==> src/design/pc2drone_params.svh <==
// *************************************************
// Timing and scaling constants for the controller
// UART bit time, sync bytes, PPM timing, PID scaling
// *************************************************
`ifndef PC2DRONE_PARAMS_SVH
`define PC2DRONE_PARAMS_SVH

// Clocks per UART bit, kept small for simulation
`define UART_BIT_CYCLES 8

// Frame sync bytes
`define CMD_SYNC 8'hA5
`define TLM_SYNC 8'h5A

// PPM pulse limits and frame timing, in clocks
`define PPM_MIN   15'd200
`define PPM_MID   15'd400
`define PPM_MAX   15'd600
`define PPM_SEP   15'd40
`define PPM_FRAME 15'd4000

// PID scaling
`define INTEG_LIMIT 4096
`define GAIN_SHIFT  6

`endif

==> src/design/pc2drone_pkg.sv <==
// *************************************************
// Frame and order types shared across the design
// *************************************************
package pc2drone_pkg;

    // Command frame from the ground station, first byte in the MSBs
    typedef struct packed {
        logic [7:0] alt_cmd;
        logic [7:0] side_cmd;
        logic [7:0] front_cmd;
        logic [7:0] yaw_cmd;
        logic [7:0] alt_kp;
        logic [7:0] alt_ki;
        logic [7:0] alt_kd;
        logic [7:0] xy_kp;
        logic [7:0] xy_ki;
        logic [7:0] xy_kd;
        logic [7:0] yaw_offset;
    } command_frame_t;

    // Drone telemetry, each field big endian on the wire
    typedef struct packed {
        logic signed [15:0] disp_front;
        logic signed [15:0] disp_side;
        logic signed [15:0] altitude;
    } telemetry_frame_t;

    // Pulse width in clocks
    typedef logic [14:0] ppm_order_t;

    // Channel order of the PPM train
    typedef struct packed {
        ppm_order_t throttle;
        ppm_order_t side;
        ppm_order_t front;
        ppm_order_t yaw;
    } ppm_orders_t;

endpackage

==> src/design/control_if.sv <==
// *************************************************
// Decoded command and telemetry frames
// Decoders drive, flight control reads
// *************************************************
`timescale 1ns/1ps

interface control_if;
    import pc2drone_pkg::*;

    // Command path
    logic             cmd_valid;
    command_frame_t   cmd;

    // Telemetry path
    logic             tlm_valid;
    telemetry_frame_t tlm;

    // Command decoder side
    modport cmd_src (output cmd_valid, output cmd);

    // Telemetry decoder side
    modport tlm_src (output tlm_valid, output tlm);

    // Flight control side
    modport sink (input cmd_valid, input cmd, input tlm_valid, input tlm);

endinterface

==> src/design/flight_control.sv <==
// *************************************************
// Execute stage, three PID loops and open-loop yaw
// *************************************************
`timescale 1ns/1ps
`include "pc2drone_params.svh"

module flight_control (
    input  logic                      clk_system,
    input  logic                      rst,
    control_if.sink                   ctrl,
    output logic                      orders_valid,
    output pc2drone_pkg::ppm_orders_t orders
);
    import pc2drone_pkg::*;

    command_frame_t cmd_q;
    ppm_order_t     yaw_order;
    ppm_order_t     yaw_sum;
    ppm_order_t     alt_order;
    ppm_order_t     front_order;
    ppm_order_t     side_order;
    logic           alt_valid;
    logic           front_valid;
    logic           side_valid;

    // Yaw is offset from the low end, no feedback
    assign yaw_sum = `PPM_MIN + {7'b0, ctrl.cmd.yaw_cmd} + {7'b0, ctrl.cmd.yaw_offset};

    // Latest commands and gains
    always_ff @(posedge clk_system) begin
        if (rst) begin
            cmd_q     <= '0;
            yaw_order <= `PPM_MID;
        end else if (ctrl.cmd_valid) begin
            cmd_q     <= ctrl.cmd;
            yaw_order <= (yaw_sum > `PPM_MAX) ? `PPM_MAX : yaw_sum;
        end
    end

    // Altitude loop starts from minimum throttle
    pid_axis #(.CENTERED(1'b0), .BASE(`PPM_MIN)) pid_alt (
        .clk_system (clk_system),
        .rst        (rst),
        .sample_valid (ctrl.tlm_valid),
        .command    (cmd_q.alt_cmd),
        .kp         (cmd_q.alt_kp),
        .ki         (cmd_q.alt_ki),
        .kd         (cmd_q.alt_kd),
        .measurement (ctrl.tlm.altitude),
        .order_valid (alt_valid),
        .order      (alt_order)
    );

    // Horizontal loops share the xy gains
    pid_axis #(.CENTERED(1'b1), .BASE(`PPM_MID)) pid_front (
        .clk_system (clk_system),
        .rst        (rst),
        .sample_valid (ctrl.tlm_valid),
        .command    (cmd_q.front_cmd),
        .kp         (cmd_q.xy_kp),
        .ki         (cmd_q.xy_ki),
        .kd         (cmd_q.xy_kd),
        .measurement (ctrl.tlm.disp_front),
        .order_valid (front_valid),
        .order      (front_order)
    );

    pid_axis #(.CENTERED(1'b1), .BASE(`PPM_MID)) pid_side (
        .clk_system (clk_system),
        .rst        (rst),
        .sample_valid (ctrl.tlm_valid),
        .command    (cmd_q.side_cmd),
        .kp         (cmd_q.xy_kp),
        .ki         (cmd_q.xy_ki),
        .kd         (cmd_q.xy_kd),
        .measurement (ctrl.tlm.disp_side),
        .order_valid (side_valid),
        .order      (side_order)
    );

    // All three loops finish on the same cycle
    assign orders_valid    = alt_valid & front_valid & side_valid;
    assign orders.throttle = alt_order;
    assign orders.side     = side_order;
    assign orders.front    = front_order;
    assign orders.yaw      = yaw_order;

endmodule

==> src/design/frame_decoder.sv <==
// *************************************************
// Frame assembler for any byte-sized payload type
// Sync hunt, XOR checksum, payload publish
// *************************************************
`timescale 1ns/1ps

module frame_decoder #(
    parameter type        payload_t = logic [15:0],
    parameter logic [7:0] SYNC      = 8'h00
) (
    input  logic       clk_system,
    input  logic       rst,
    input  logic       byte_valid,
    input  logic [7:0] byte_data,
    output logic       frame_valid,
    output payload_t   frame
);
    localparam int WIDTH  = $bits(payload_t);
    localparam int NBYTES = WIDTH / 8;
    localparam int CW     = $clog2(NBYTES + 1);

    typedef enum logic [1:0] {HUNT, PAYLOAD, CHECK} state_t;

    state_t           state;
    logic [CW-1:0]    byte_cnt;
    logic [7:0]       xor_acc;
    logic [WIDTH-1:0] shreg;

    // Payload shifter, first byte ends in the MSBs
    always_ff @(posedge clk_system) begin
        if (byte_valid && state == PAYLOAD) begin
            shreg <= {shreg[WIDTH-9:0], byte_data};
        end
    end

    always_ff @(posedge clk_system) begin
        if (rst) begin
            state       <= HUNT;
            byte_cnt    <= '0;
            xor_acc     <= '0;
            frame_valid <= 1'b0;
        end else begin
            frame_valid <= 1'b0;
            if (byte_valid) begin
                case (state)
                    HUNT: begin
                        byte_cnt <= '0;
                        xor_acc  <= '0;
                        if (byte_data == SYNC) begin
                            state <= PAYLOAD;
                        end
                    end
                    PAYLOAD: begin
                        xor_acc  <= xor_acc ^ byte_data;
                        byte_cnt <= byte_cnt + 1'b1;
                        // Last payload byte, checksum follows
                        if (byte_cnt == CW'(NBYTES - 1)) begin
                            state <= CHECK;
                        end
                    end
                    default: begin
                        // Back to hunting whatever the outcome
                        state <= HUNT;
                        if (byte_data == xor_acc) begin
                            frame_valid <= 1'b1;
                        end
                    end
                endcase
            end
        end
    end

    // Published payload only moves on a good checksum
    always_ff @(posedge clk_system) begin
        if (byte_valid && state == CHECK && byte_data == xor_acc) begin
            frame <= payload_t'(shreg);
        end
    end

endmodule

==> src/design/pc2drone.sv <==
// *************************************************
// Ground-to-drone flight controller top level
// UART decode, PID execute, PPM result
// *************************************************
`timescale 1ns/1ps
`include "pc2drone_params.svh"

module pc2drone (
    input  logic clk_system,
    input  logic rst,
    input  logic uart_input_pc,
    input  logic uart_input_drone,
    output logic ppm_output
);
    import pc2drone_pkg::*;

    // Receiver to decoder byte streams
    logic        pc_byte_valid;
    logic [7:0]  pc_byte_data;
    logic        drone_byte_valid;
    logic [7:0]  drone_byte_data;

    // Flight control to encoder
    logic        orders_valid;
    ppm_orders_t orders;

    control_if ctrl ();

    // Ground station commands
    uart_rx uart_pc (
        .clk_system (clk_system),
        .rst        (rst),
        .sdin       (uart_input_pc),
        .byte_valid (pc_byte_valid),
        .byte_data  (pc_byte_data)
    );

    frame_decoder #(.payload_t(command_frame_t), .SYNC(`CMD_SYNC)) cmd_decoder (
        .clk_system  (clk_system),
        .rst         (rst),
        .byte_valid  (pc_byte_valid),
        .byte_data   (pc_byte_data),
        .frame_valid (ctrl.cmd_valid),
        .frame       (ctrl.cmd)
    );

    // Drone telemetry
    uart_rx uart_drone (
        .clk_system (clk_system),
        .rst        (rst),
        .sdin       (uart_input_drone),
        .byte_valid (drone_byte_valid),
        .byte_data  (drone_byte_data)
    );

    frame_decoder #(.payload_t(telemetry_frame_t), .SYNC(`TLM_SYNC)) tlm_decoder (
        .clk_system  (clk_system),
        .rst         (rst),
        .byte_valid  (drone_byte_valid),
        .byte_data   (drone_byte_data),
        .frame_valid (ctrl.tlm_valid),
        .frame       (ctrl.tlm)
    );

    flight_control flight_ctrl (
        .clk_system   (clk_system),
        .rst          (rst),
        .ctrl         (ctrl.sink),
        .orders_valid (orders_valid),
        .orders       (orders)
    );

    ppm_encoder ppm_enc (
        .clk_system   (clk_system),
        .rst          (rst),
        .orders_valid (orders_valid),
        .orders       (orders),
        .ppm_output   (ppm_output)
    );

endmodule

==> src/design/pid_axis.sv <==
// *************************************************
// Two-stage PID unit for one axis
// Clamped integrator, clamped pulse width output
// *************************************************
`timescale 1ns/1ps
`include "pc2drone_params.svh"

module pid_axis #(
    parameter bit          CENTERED = 1'b1,
    parameter logic [14:0] BASE     = `PPM_MID
) (
    input  logic                      clk_system,
    input  logic                      rst,
    input  logic                      sample_valid,
    input  logic [7:0]                command,
    input  logic [7:0]                kp,
    input  logic [7:0]                ki,
    input  logic [7:0]                kd,
    input  logic signed [15:0]        measurement,
    output logic                      order_valid,
    output pc2drone_pkg::ppm_order_t  order
);
    localparam logic signed [18:0] INTEG_MAX = `INTEG_LIMIT;
    localparam logic signed [18:0] INTEG_MIN = -`INTEG_LIMIT;
    localparam logic signed [31:0] LVL_MIN   = `PPM_MIN;
    localparam logic signed [31:0] LVL_MAX   = `PPM_MAX;
    localparam logic signed [31:0] LVL_BASE  = BASE;

    logic signed [18:0] setpoint;
    logic signed [18:0] error;
    logic signed [18:0] integ;
    logic signed [18:0] integ_sum;
    logic signed [18:0] integ_next;
    logic signed [18:0] prev_err;
    logic signed [18:0] deriv;
    logic signed [31:0] p_term;
    logic signed [31:0] i_term;
    logic signed [31:0] d_term;
    logic signed [31:0] level;
    logic               prod_valid;

    // Horizontal commands are centered on 128
    assign setpoint = CENTERED ? $signed({11'b0, command}) - 19'sd128
                               : $signed({11'b0, command});
    assign error    = setpoint - measurement;
    assign deriv    = error - prev_err;

    // Saturating integrator
    assign integ_sum  = integ + error;
    assign integ_next = (integ_sum > INTEG_MAX) ? INTEG_MAX :
                        (integ_sum < INTEG_MIN) ? INTEG_MIN : integ_sum;

    // Stage 1 products and state update
    always_ff @(posedge clk_system) begin
        if (rst) begin
            integ      <= '0;
            prev_err   <= '0;
            prod_valid <= 1'b0;
        end else begin
            prod_valid <= sample_valid;
            if (sample_valid) begin
                integ    <= integ_next;
                prev_err <= error;
            end
        end
    end

    always_ff @(posedge clk_system) begin
        if (sample_valid) begin
            p_term <= $signed({1'b0, kp}) * error;
            i_term <= $signed({1'b0, ki}) * integ_next;
            d_term <= $signed({1'b0, kd}) * deriv;
        end
    end

    // Stage 2 sum, scale, offset
    assign level = ((p_term + i_term + d_term) >>> `GAIN_SHIFT) + LVL_BASE;

    always_ff @(posedge clk_system) begin
        if (rst) begin
            order_valid <= 1'b0;
        end else begin
            order_valid <= prod_valid;
        end
    end

    always_ff @(posedge clk_system) begin
        if (prod_valid) begin
            if (level < LVL_MIN) begin
                order <= `PPM_MIN;
            end else if (level > LVL_MAX) begin
                order <= `PPM_MAX;
            end else begin
                order <= level[14:0];
            end
        end
    end

endmodule

==> src/design/ppm_encoder.sv <==
// *************************************************
// Four-channel PPM pulse train generator
// Orders picked up at each frame start
// *************************************************
`timescale 1ns/1ps
`include "pc2drone_params.svh"

module ppm_encoder (
    input  logic                      clk_system,
    input  logic                      rst,
    input  logic                      orders_valid,
    input  pc2drone_pkg::ppm_orders_t orders,
    output logic                      ppm_output
);
    import pc2drone_pkg::*;

    ppm_orders_t pending;
    ppm_orders_t working;
    ppm_order_t  cur_width;
    logic [14:0] frame_cnt;
    logic [14:0] seg_cnt;
    logic [2:0]  ch;
    logic        in_sep;

    // Latest orders wait here until the next frame
    always_ff @(posedge clk_system) begin
        if (rst) begin
            pending.throttle <= `PPM_MIN;
            pending.side     <= `PPM_MID;
            pending.front    <= `PPM_MID;
            pending.yaw      <= `PPM_MID;
        end else if (orders_valid) begin
            pending <= orders;
        end
    end

    // Width of the channel being sent
    always_comb begin
        case (ch)
            3'd0:    cur_width = working.throttle;
            3'd1:    cur_width = working.side;
            3'd2:    cur_width = working.front;
            3'd3:    cur_width = working.yaw;
            default: cur_width = `PPM_FRAME;
        endcase
    end

    always_ff @(posedge clk_system) begin
        if (rst) begin
            // Parked at frame end so the first frame starts right after reset
            frame_cnt  <= `PPM_FRAME - 15'd1;
            seg_cnt    <= '0;
            ch         <= 3'd4;
            in_sep     <= 1'b0;
            ppm_output <= 1'b1;
        end else if (frame_cnt == `PPM_FRAME - 15'd1) begin
            frame_cnt  <= '0;
            seg_cnt    <= '0;
            ch         <= 3'd0;
            in_sep     <= 1'b1;
            ppm_output <= 1'b0;
        end else begin
            frame_cnt <= frame_cnt + 15'd1;
            if (in_sep) begin
                // Low separator before each channel and before the sync gap
                if (seg_cnt == `PPM_SEP - 15'd1) begin
                    seg_cnt    <= '0;
                    in_sep     <= 1'b0;
                    ppm_output <= 1'b1;
                end else begin
                    seg_cnt <= seg_cnt + 15'd1;
                end
            end else if (ch != 3'd4) begin
                // High part of a channel, separator counts toward its width
                if (seg_cnt == cur_width - `PPM_SEP - 15'd1) begin
                    seg_cnt    <= '0;
                    in_sep     <= 1'b1;
                    ppm_output <= 1'b0;
                    ch         <= ch + 3'd1;
                end else begin
                    seg_cnt <= seg_cnt + 15'd1;
                end
            end
        end
    end

    // Working set refreshed only at frame start
    always_ff @(posedge clk_system) begin
        if (frame_cnt == `PPM_FRAME - 15'd1) begin
            working <= pending;
        end
    end

endmodule

==> src/design/uart_rx.sv <==
// *************************************************
// 8N1 UART receiver with input synchronizer
// One byte per valid pulse, framing errors dropped
// *************************************************
`timescale 1ns/1ps
`include "pc2drone_params.svh"

module uart_rx (
    input  logic       clk_system,
    input  logic       rst,
    input  logic       sdin,
    output logic       byte_valid,
    output logic [7:0] byte_data
);
    localparam int BIT  = `UART_BIT_CYCLES;
    localparam int HALF = BIT / 2;
    localparam int CW   = $clog2(BIT) + 1;

    typedef enum logic [1:0] {IDLE, START, DATA, STOP} state_t;

    state_t        state;
    logic [1:0]    sync;
    logic [CW-1:0] cnt;
    logic [2:0]    bit_idx;
    logic          line;

    // Synchronized serial line
    assign line = sync[1];

    always_ff @(posedge clk_system) begin
        if (rst) begin
            sync       <= 2'b11;
            state      <= IDLE;
            cnt        <= '0;
            bit_idx    <= '0;
            byte_valid <= 1'b0;
        end else begin
            sync       <= {sync[0], sdin};
            byte_valid <= 1'b0;
            case (state)
                IDLE: begin
                    cnt     <= '0;
                    bit_idx <= '0;
                    // Falling edge, possible start bit
                    if (!line) begin
                        state <= START;
                    end
                end
                START: begin
                    if (cnt == CW'(HALF - 1)) begin
                        cnt <= '0;
                        // Glitch if line went back high by mid bit
                        state <= line ? IDLE : DATA;
                    end else begin
                        cnt <= cnt + 1'b1;
                    end
                end
                DATA: begin
                    if (cnt == CW'(BIT - 1)) begin
                        cnt <= '0;
                        // LSB first
                        byte_data <= {line, byte_data[7:1]};
                        bit_idx   <= bit_idx + 1'b1;
                        if (bit_idx == 3'd7) begin
                            state <= STOP;
                        end
                    end else begin
                        cnt <= cnt + 1'b1;
                    end
                end
                default: begin
                    if (cnt == CW'(BIT - 1)) begin
                        cnt   <= '0;
                        state <= IDLE;
                        // Low stop bit is a framing error
                        byte_valid <= line;
                    end else begin
                        cnt <= cnt + 1'b1;
                    end
                end
            endcase
        end
    end

endmodule

==> config.mk <==
export PLATFORM = sky130hd
export DESIGN_NAME = pc2drone
export DESIGN_NICKNAME = d
export VERILOG_FILES = /design/src/design/pc2drone_pkg.sv /design/src/design/control_if.sv /design/src/design/flight_control.sv /design/src/design/frame_decoder.sv /design/src/design/pc2drone.sv /design/src/design/pid_axis.sv /design/src/design/ppm_encoder.sv /design/src/design/uart_rx.sv
export VERILOG_INCLUDE_DIRS = /design/src /design/src/design
export SDC_FILE = /design/constraint.sdc
export NUM_CORES = 2
export LEC_CHECK = 0
export ABC_AREA = 1
export ABC_CLOCK_PERIOD_IN_PS = 10400
export BUFFER_PORTS_ARGS = -buffer_cell sky130_fd_sc_hd__buf_2
export CAP_MARGIN = 40
export CORE_UTILIZATION = 40
export DETAILED_ROUTE_END_ITERATION = 10
export SYNTH_ARGS = -nofsm -noshare
export SYNTH_HDL_FRONTEND = slang
export SYNTH_HIERARCHICAL = 1
export SYNTH_SLANG_ARGS = --single-unit
==> constraint.sdc <==
create_clock -name clk_system -period 10.4 [get_ports clk_system]
set_input_delay 0.52 -clock clk_system [delete_from_list [all_inputs] [get_ports clk_system]]
set_output_delay 0.52 -clock clk_system [all_outputs]
set_load 0.03 [all_outputs]
==> flow_summary_export.csv <==
group,metric,value,unit
outcome,status,"finished clean",
cells_and_area,most-common-layout-cells,"inv_1 (2396), nand2_1 (1970), nor2_1 (1370)",
placed_design,dpl_worst_slack,-62.0,ps
timing,slew_headroom,27.4,%
setup_path,timing.rr.start,"tlm_decoder/frame[18]",
logic_synthesis,async_reset_ff_share,0,%
floorplanning,core,241000,sq um
route,vias,74500,
global_route,antenna_found_initial,4,
clock_tree,numClockSinks,983,
cells_and_area,drive_gt1_share,6.79,%
setup_path,worstPathMaxFanout,10,
floorplanning,die_y,495,um
global_route,grt_pass1_vias,76600,
cells_and_area,area_growth,8.74,%
setup_path,reg2regPathDepth,54,
clock_tree,insertion_delay,790,ps
route,drtIter0Drc,4825,
timing,slew_violations,0,
route,viasPerCell,4.99,
timing,clock_skew,37.5,ps
power_and_ir_drop,pwr_density_cell,83.7,nW/um^2
logic_synthesis,seq_area_frac_synth,26.8,%
timing,rsz0062_at_grt,"true",
logic_synthesis,synth_cells,11600,
floorplanning,start_util,40.3,%
placed_design,dpl.hpwl,216,mm
timing,fin_crit,9800,ps
setup_path,crit_path_frequent_cell,"nand2_1",
setup_path,cp_slowest_cell,"fa_1",
logic_synthesis,synth_top_flop_cell,"edfxtp_1",
logic_synthesis,synth_seq_cells,983,
timing,hold_violations,0,
floorplanning,std_cell_rows,180,
setup_path,timing.rr.end,"flight_ctrl/pid_side/i_term[26]",
route,final_antenna_net_count,0,
route,drt_wl_total,264,mm
route,drc,0,
placed_design,portBuffers,4,
global_route,overflow,0,
global_route,track_usage,21.8,%
setup_path,worst_path_largest_cell_delay,490,ps
placed_design,placed_area,102000,sq um
cells_and_area,fin_area,106000,sq um
clock_tree,cts-root-buf,"clkbuf_16",
timing,tightest_slew,1090,ps
timing,tns,0,ps
setup_path,cp-start-kind,"flop",
logic_synthesis,yosysWarningCount,6,
route,firstDrtPassIters,7,
cells_and_area,n_antenna_cell,0,
setup_path,critPathKind,"reg2reg",
power_and_ir_drop,p_leak,0.0513,uW
logic_synthesis,netlist_area,97300,sq um
timing,setup_ws,604,ps
setup_path,crit_required,10910,ps
floorplanning,die_w,495,um
setup_path,crit_end,"flight_ctrl/pid_side/i_term[26]",
logic_synthesis,synth-edff-count,639,
setup_path,crit_start,"tlm_decoder/frame[18]",
cells_and_area,nets,13500,
worst_hold_path,min_path_type,"in2reg",
floorplanning,dieArea,245000,sq um
setup_path,endpoint_kind,"flop",
cells_and_area,final_common_cell,"inv_1",
route,wire_per_inst,17.7,um
logic_synthesis,ys_types,67,
timing,min_period_over_period,94.2,%
timing,fmax,102,MHz
timing,setup_viol,0,
setup_path,worstPathArrival,10300,ps
clock_tree,cts_buffers,112,
placed_design,gp_congestion,0.926,
logic_synthesis,avgSynthCellArea,8.39,sq um
clock_tree,clockBufferDepth,3,
power_and_ir_drop,peakVddDrop,0.000129,V
global_route,grt_start_max_net_pins,175,
clock_tree,path_clk_slew,60,ps
floorplanning,num_io_pins,5,
setup_path,rrSetupSlack,600,ps
global_route,grt_pass1_wl,420,mm
job,max_cap_viol_count,0,
clock_tree,cts_tree,"yes",
clock_tree,htreeDepth,3,
cells_and_area,fill_cells,23700,
state kept, by name, indices dropped and copies added, names as in the netlist, 17 cells and up:
signal and count:
ppm_enc/pending 60, flight_ctrl/pid_side/d_term 28, flight_ctrl/pid_side/i_term 28, flight_ctrl/pid_side/integ 19, tlm_decoder/frame 48, flight_ctrl/pid_front/integ 19
flight_ctrl/pid_alt/i_term 28, flight_ctrl/pid_front/i_term 28, flight_ctrl/pid_alt/integ 19, flight_ctrl/cmd_q 72, flight_ctrl/pid_front/prev_err 17, cmd_decoder/frame 88
tlm_decoder/shreg 48, flight_ctrl/pid_front/d_term 28, flight_ctrl/pid_side/p_term 26, flight_ctrl/pid_side/prev_err 17, flight_ctrl/pid_alt/p_term 26, flight_ctrl/pid_front/p_term 26
flight_ctrl/pid_alt/d_term 28, ppm_enc/working 60, flight_ctrl/pid_alt/prev_err 17, cmd_decoder/shreg 88
logic make-up after synthesis:
logic type	synth area share [%]
simple gates	19.5
buf+inv	10.7
fa+ha+maj	32.9
compound gates	6.59
flops	26.8
xor+xnor	3.41
other cells	0.0154
synth_stat cells (all sizes together), types with 29 or more instances:
| cell type | n | share of area [%] |
|---|---|---|
| a21oi | 612 | 3.2 |
| buf | 53 | 0.35 |
| clkbuf | 183 | 0.71 |
| dfxtp | 344 | 7.1 |
| edfxtp | 639 | 20 |
| fa | 1123 | 23 |
| ha | 763 | 9.8 |
| inv | 2473 | 9.5 |
| nand2 | 2074 | 8.3 |
| nand3 | 565 | 3.1 |
| nand4 | 122 | 0.80 |
| nor2 | 1478 | 6.1 |
| nor3 | 58 | 0.33 |
| o21ai | 434 | 2.3 |
| o21bai | 29 | 0.23 |
| or2 | 66 | 0.42 |
| xnor2 | 130 | 1.2 |
| xor2 | 243 | 2.2 |
power by group:
group          leakage, uW  internal, uW  switching (uW)
registers          0.00800          4210            43.8
logic               0.0414           129             328
clock network      0.00185          2370            1780
total               0.0513          6700            2150
layout make-up:
class                           instances  area, sq um  area share [%]
Multi-Input combinational cell       7890        61100            57.8
Sequential cell                       983        26100            24.7
Inverter                             2497         9380            8.87
Tap cell                             3185         3990            3.77
Clock buffer                          146         3080            2.91
Timing Repair Buffer                  143         1320            1.25
Clock inverter                         67          788           0.745
per-stage QoR:
stage	util, %	power, uW	hold slack, ps	cells
2_1_floorplan	-	4680	389	11600
3_3_place_gp	42.0	4780	402	14700
3_5_place_dp	42.1	4790	400	14700
4_1_cts	43.7	8960	264	14900
5_1_grt	43.8	9170	296	14900
6_report	43.8	8850	322	14900
metal layers:
layer	wire (um)	track usage [%]	share of wire, %
met1	114000	27.9	43
met2	129000	38.3	49
met3	12000	2.48	4.5
met4	8770	7.00	3.3
met5	13	0	0.0049
critical path, delay by kind of cell (launching register included):
family                   cells  cell delay (ps)
AO/OA/AOI/OAI               16             2250
XOR/XNOR                     3              600
adder cells (fa/ha/maj)      8             3210
buffers and inverters        8              700
flip-flops                   1              370
AND/OR/NAND/NOR             19             2370
worst min path at each step:
stage,startpoint,end,slack [ps],cells after the start
final,rst,flight_ctrl/pid_front/prod_valid,320,2
after floorplan,uart_drone/sync[0],uart_drone/sync[1],390,1
after global placement,tlm_decoder/shreg[42],tlm_decoder/frame[42],400,0
after CTS,rst,flight_ctrl/pid_front/prod_valid,260,2
after detailed placement,uart_drone/sync[0],uart_drone/sync[1],400,1
after global routing,rst,flight_ctrl/pid_front/prod_valid,300,2
what timing repair did:
action,4_1_cts,5_1_grt
endpoints found under the setup margin,1,36
pin swaps,0,7
gates resized for setup,2,84
buffers inserted,0,4
hold buffers,2,0
hold endpoints to repair,2,0
No activity file was read; power rests on OpenSTA's default activity.
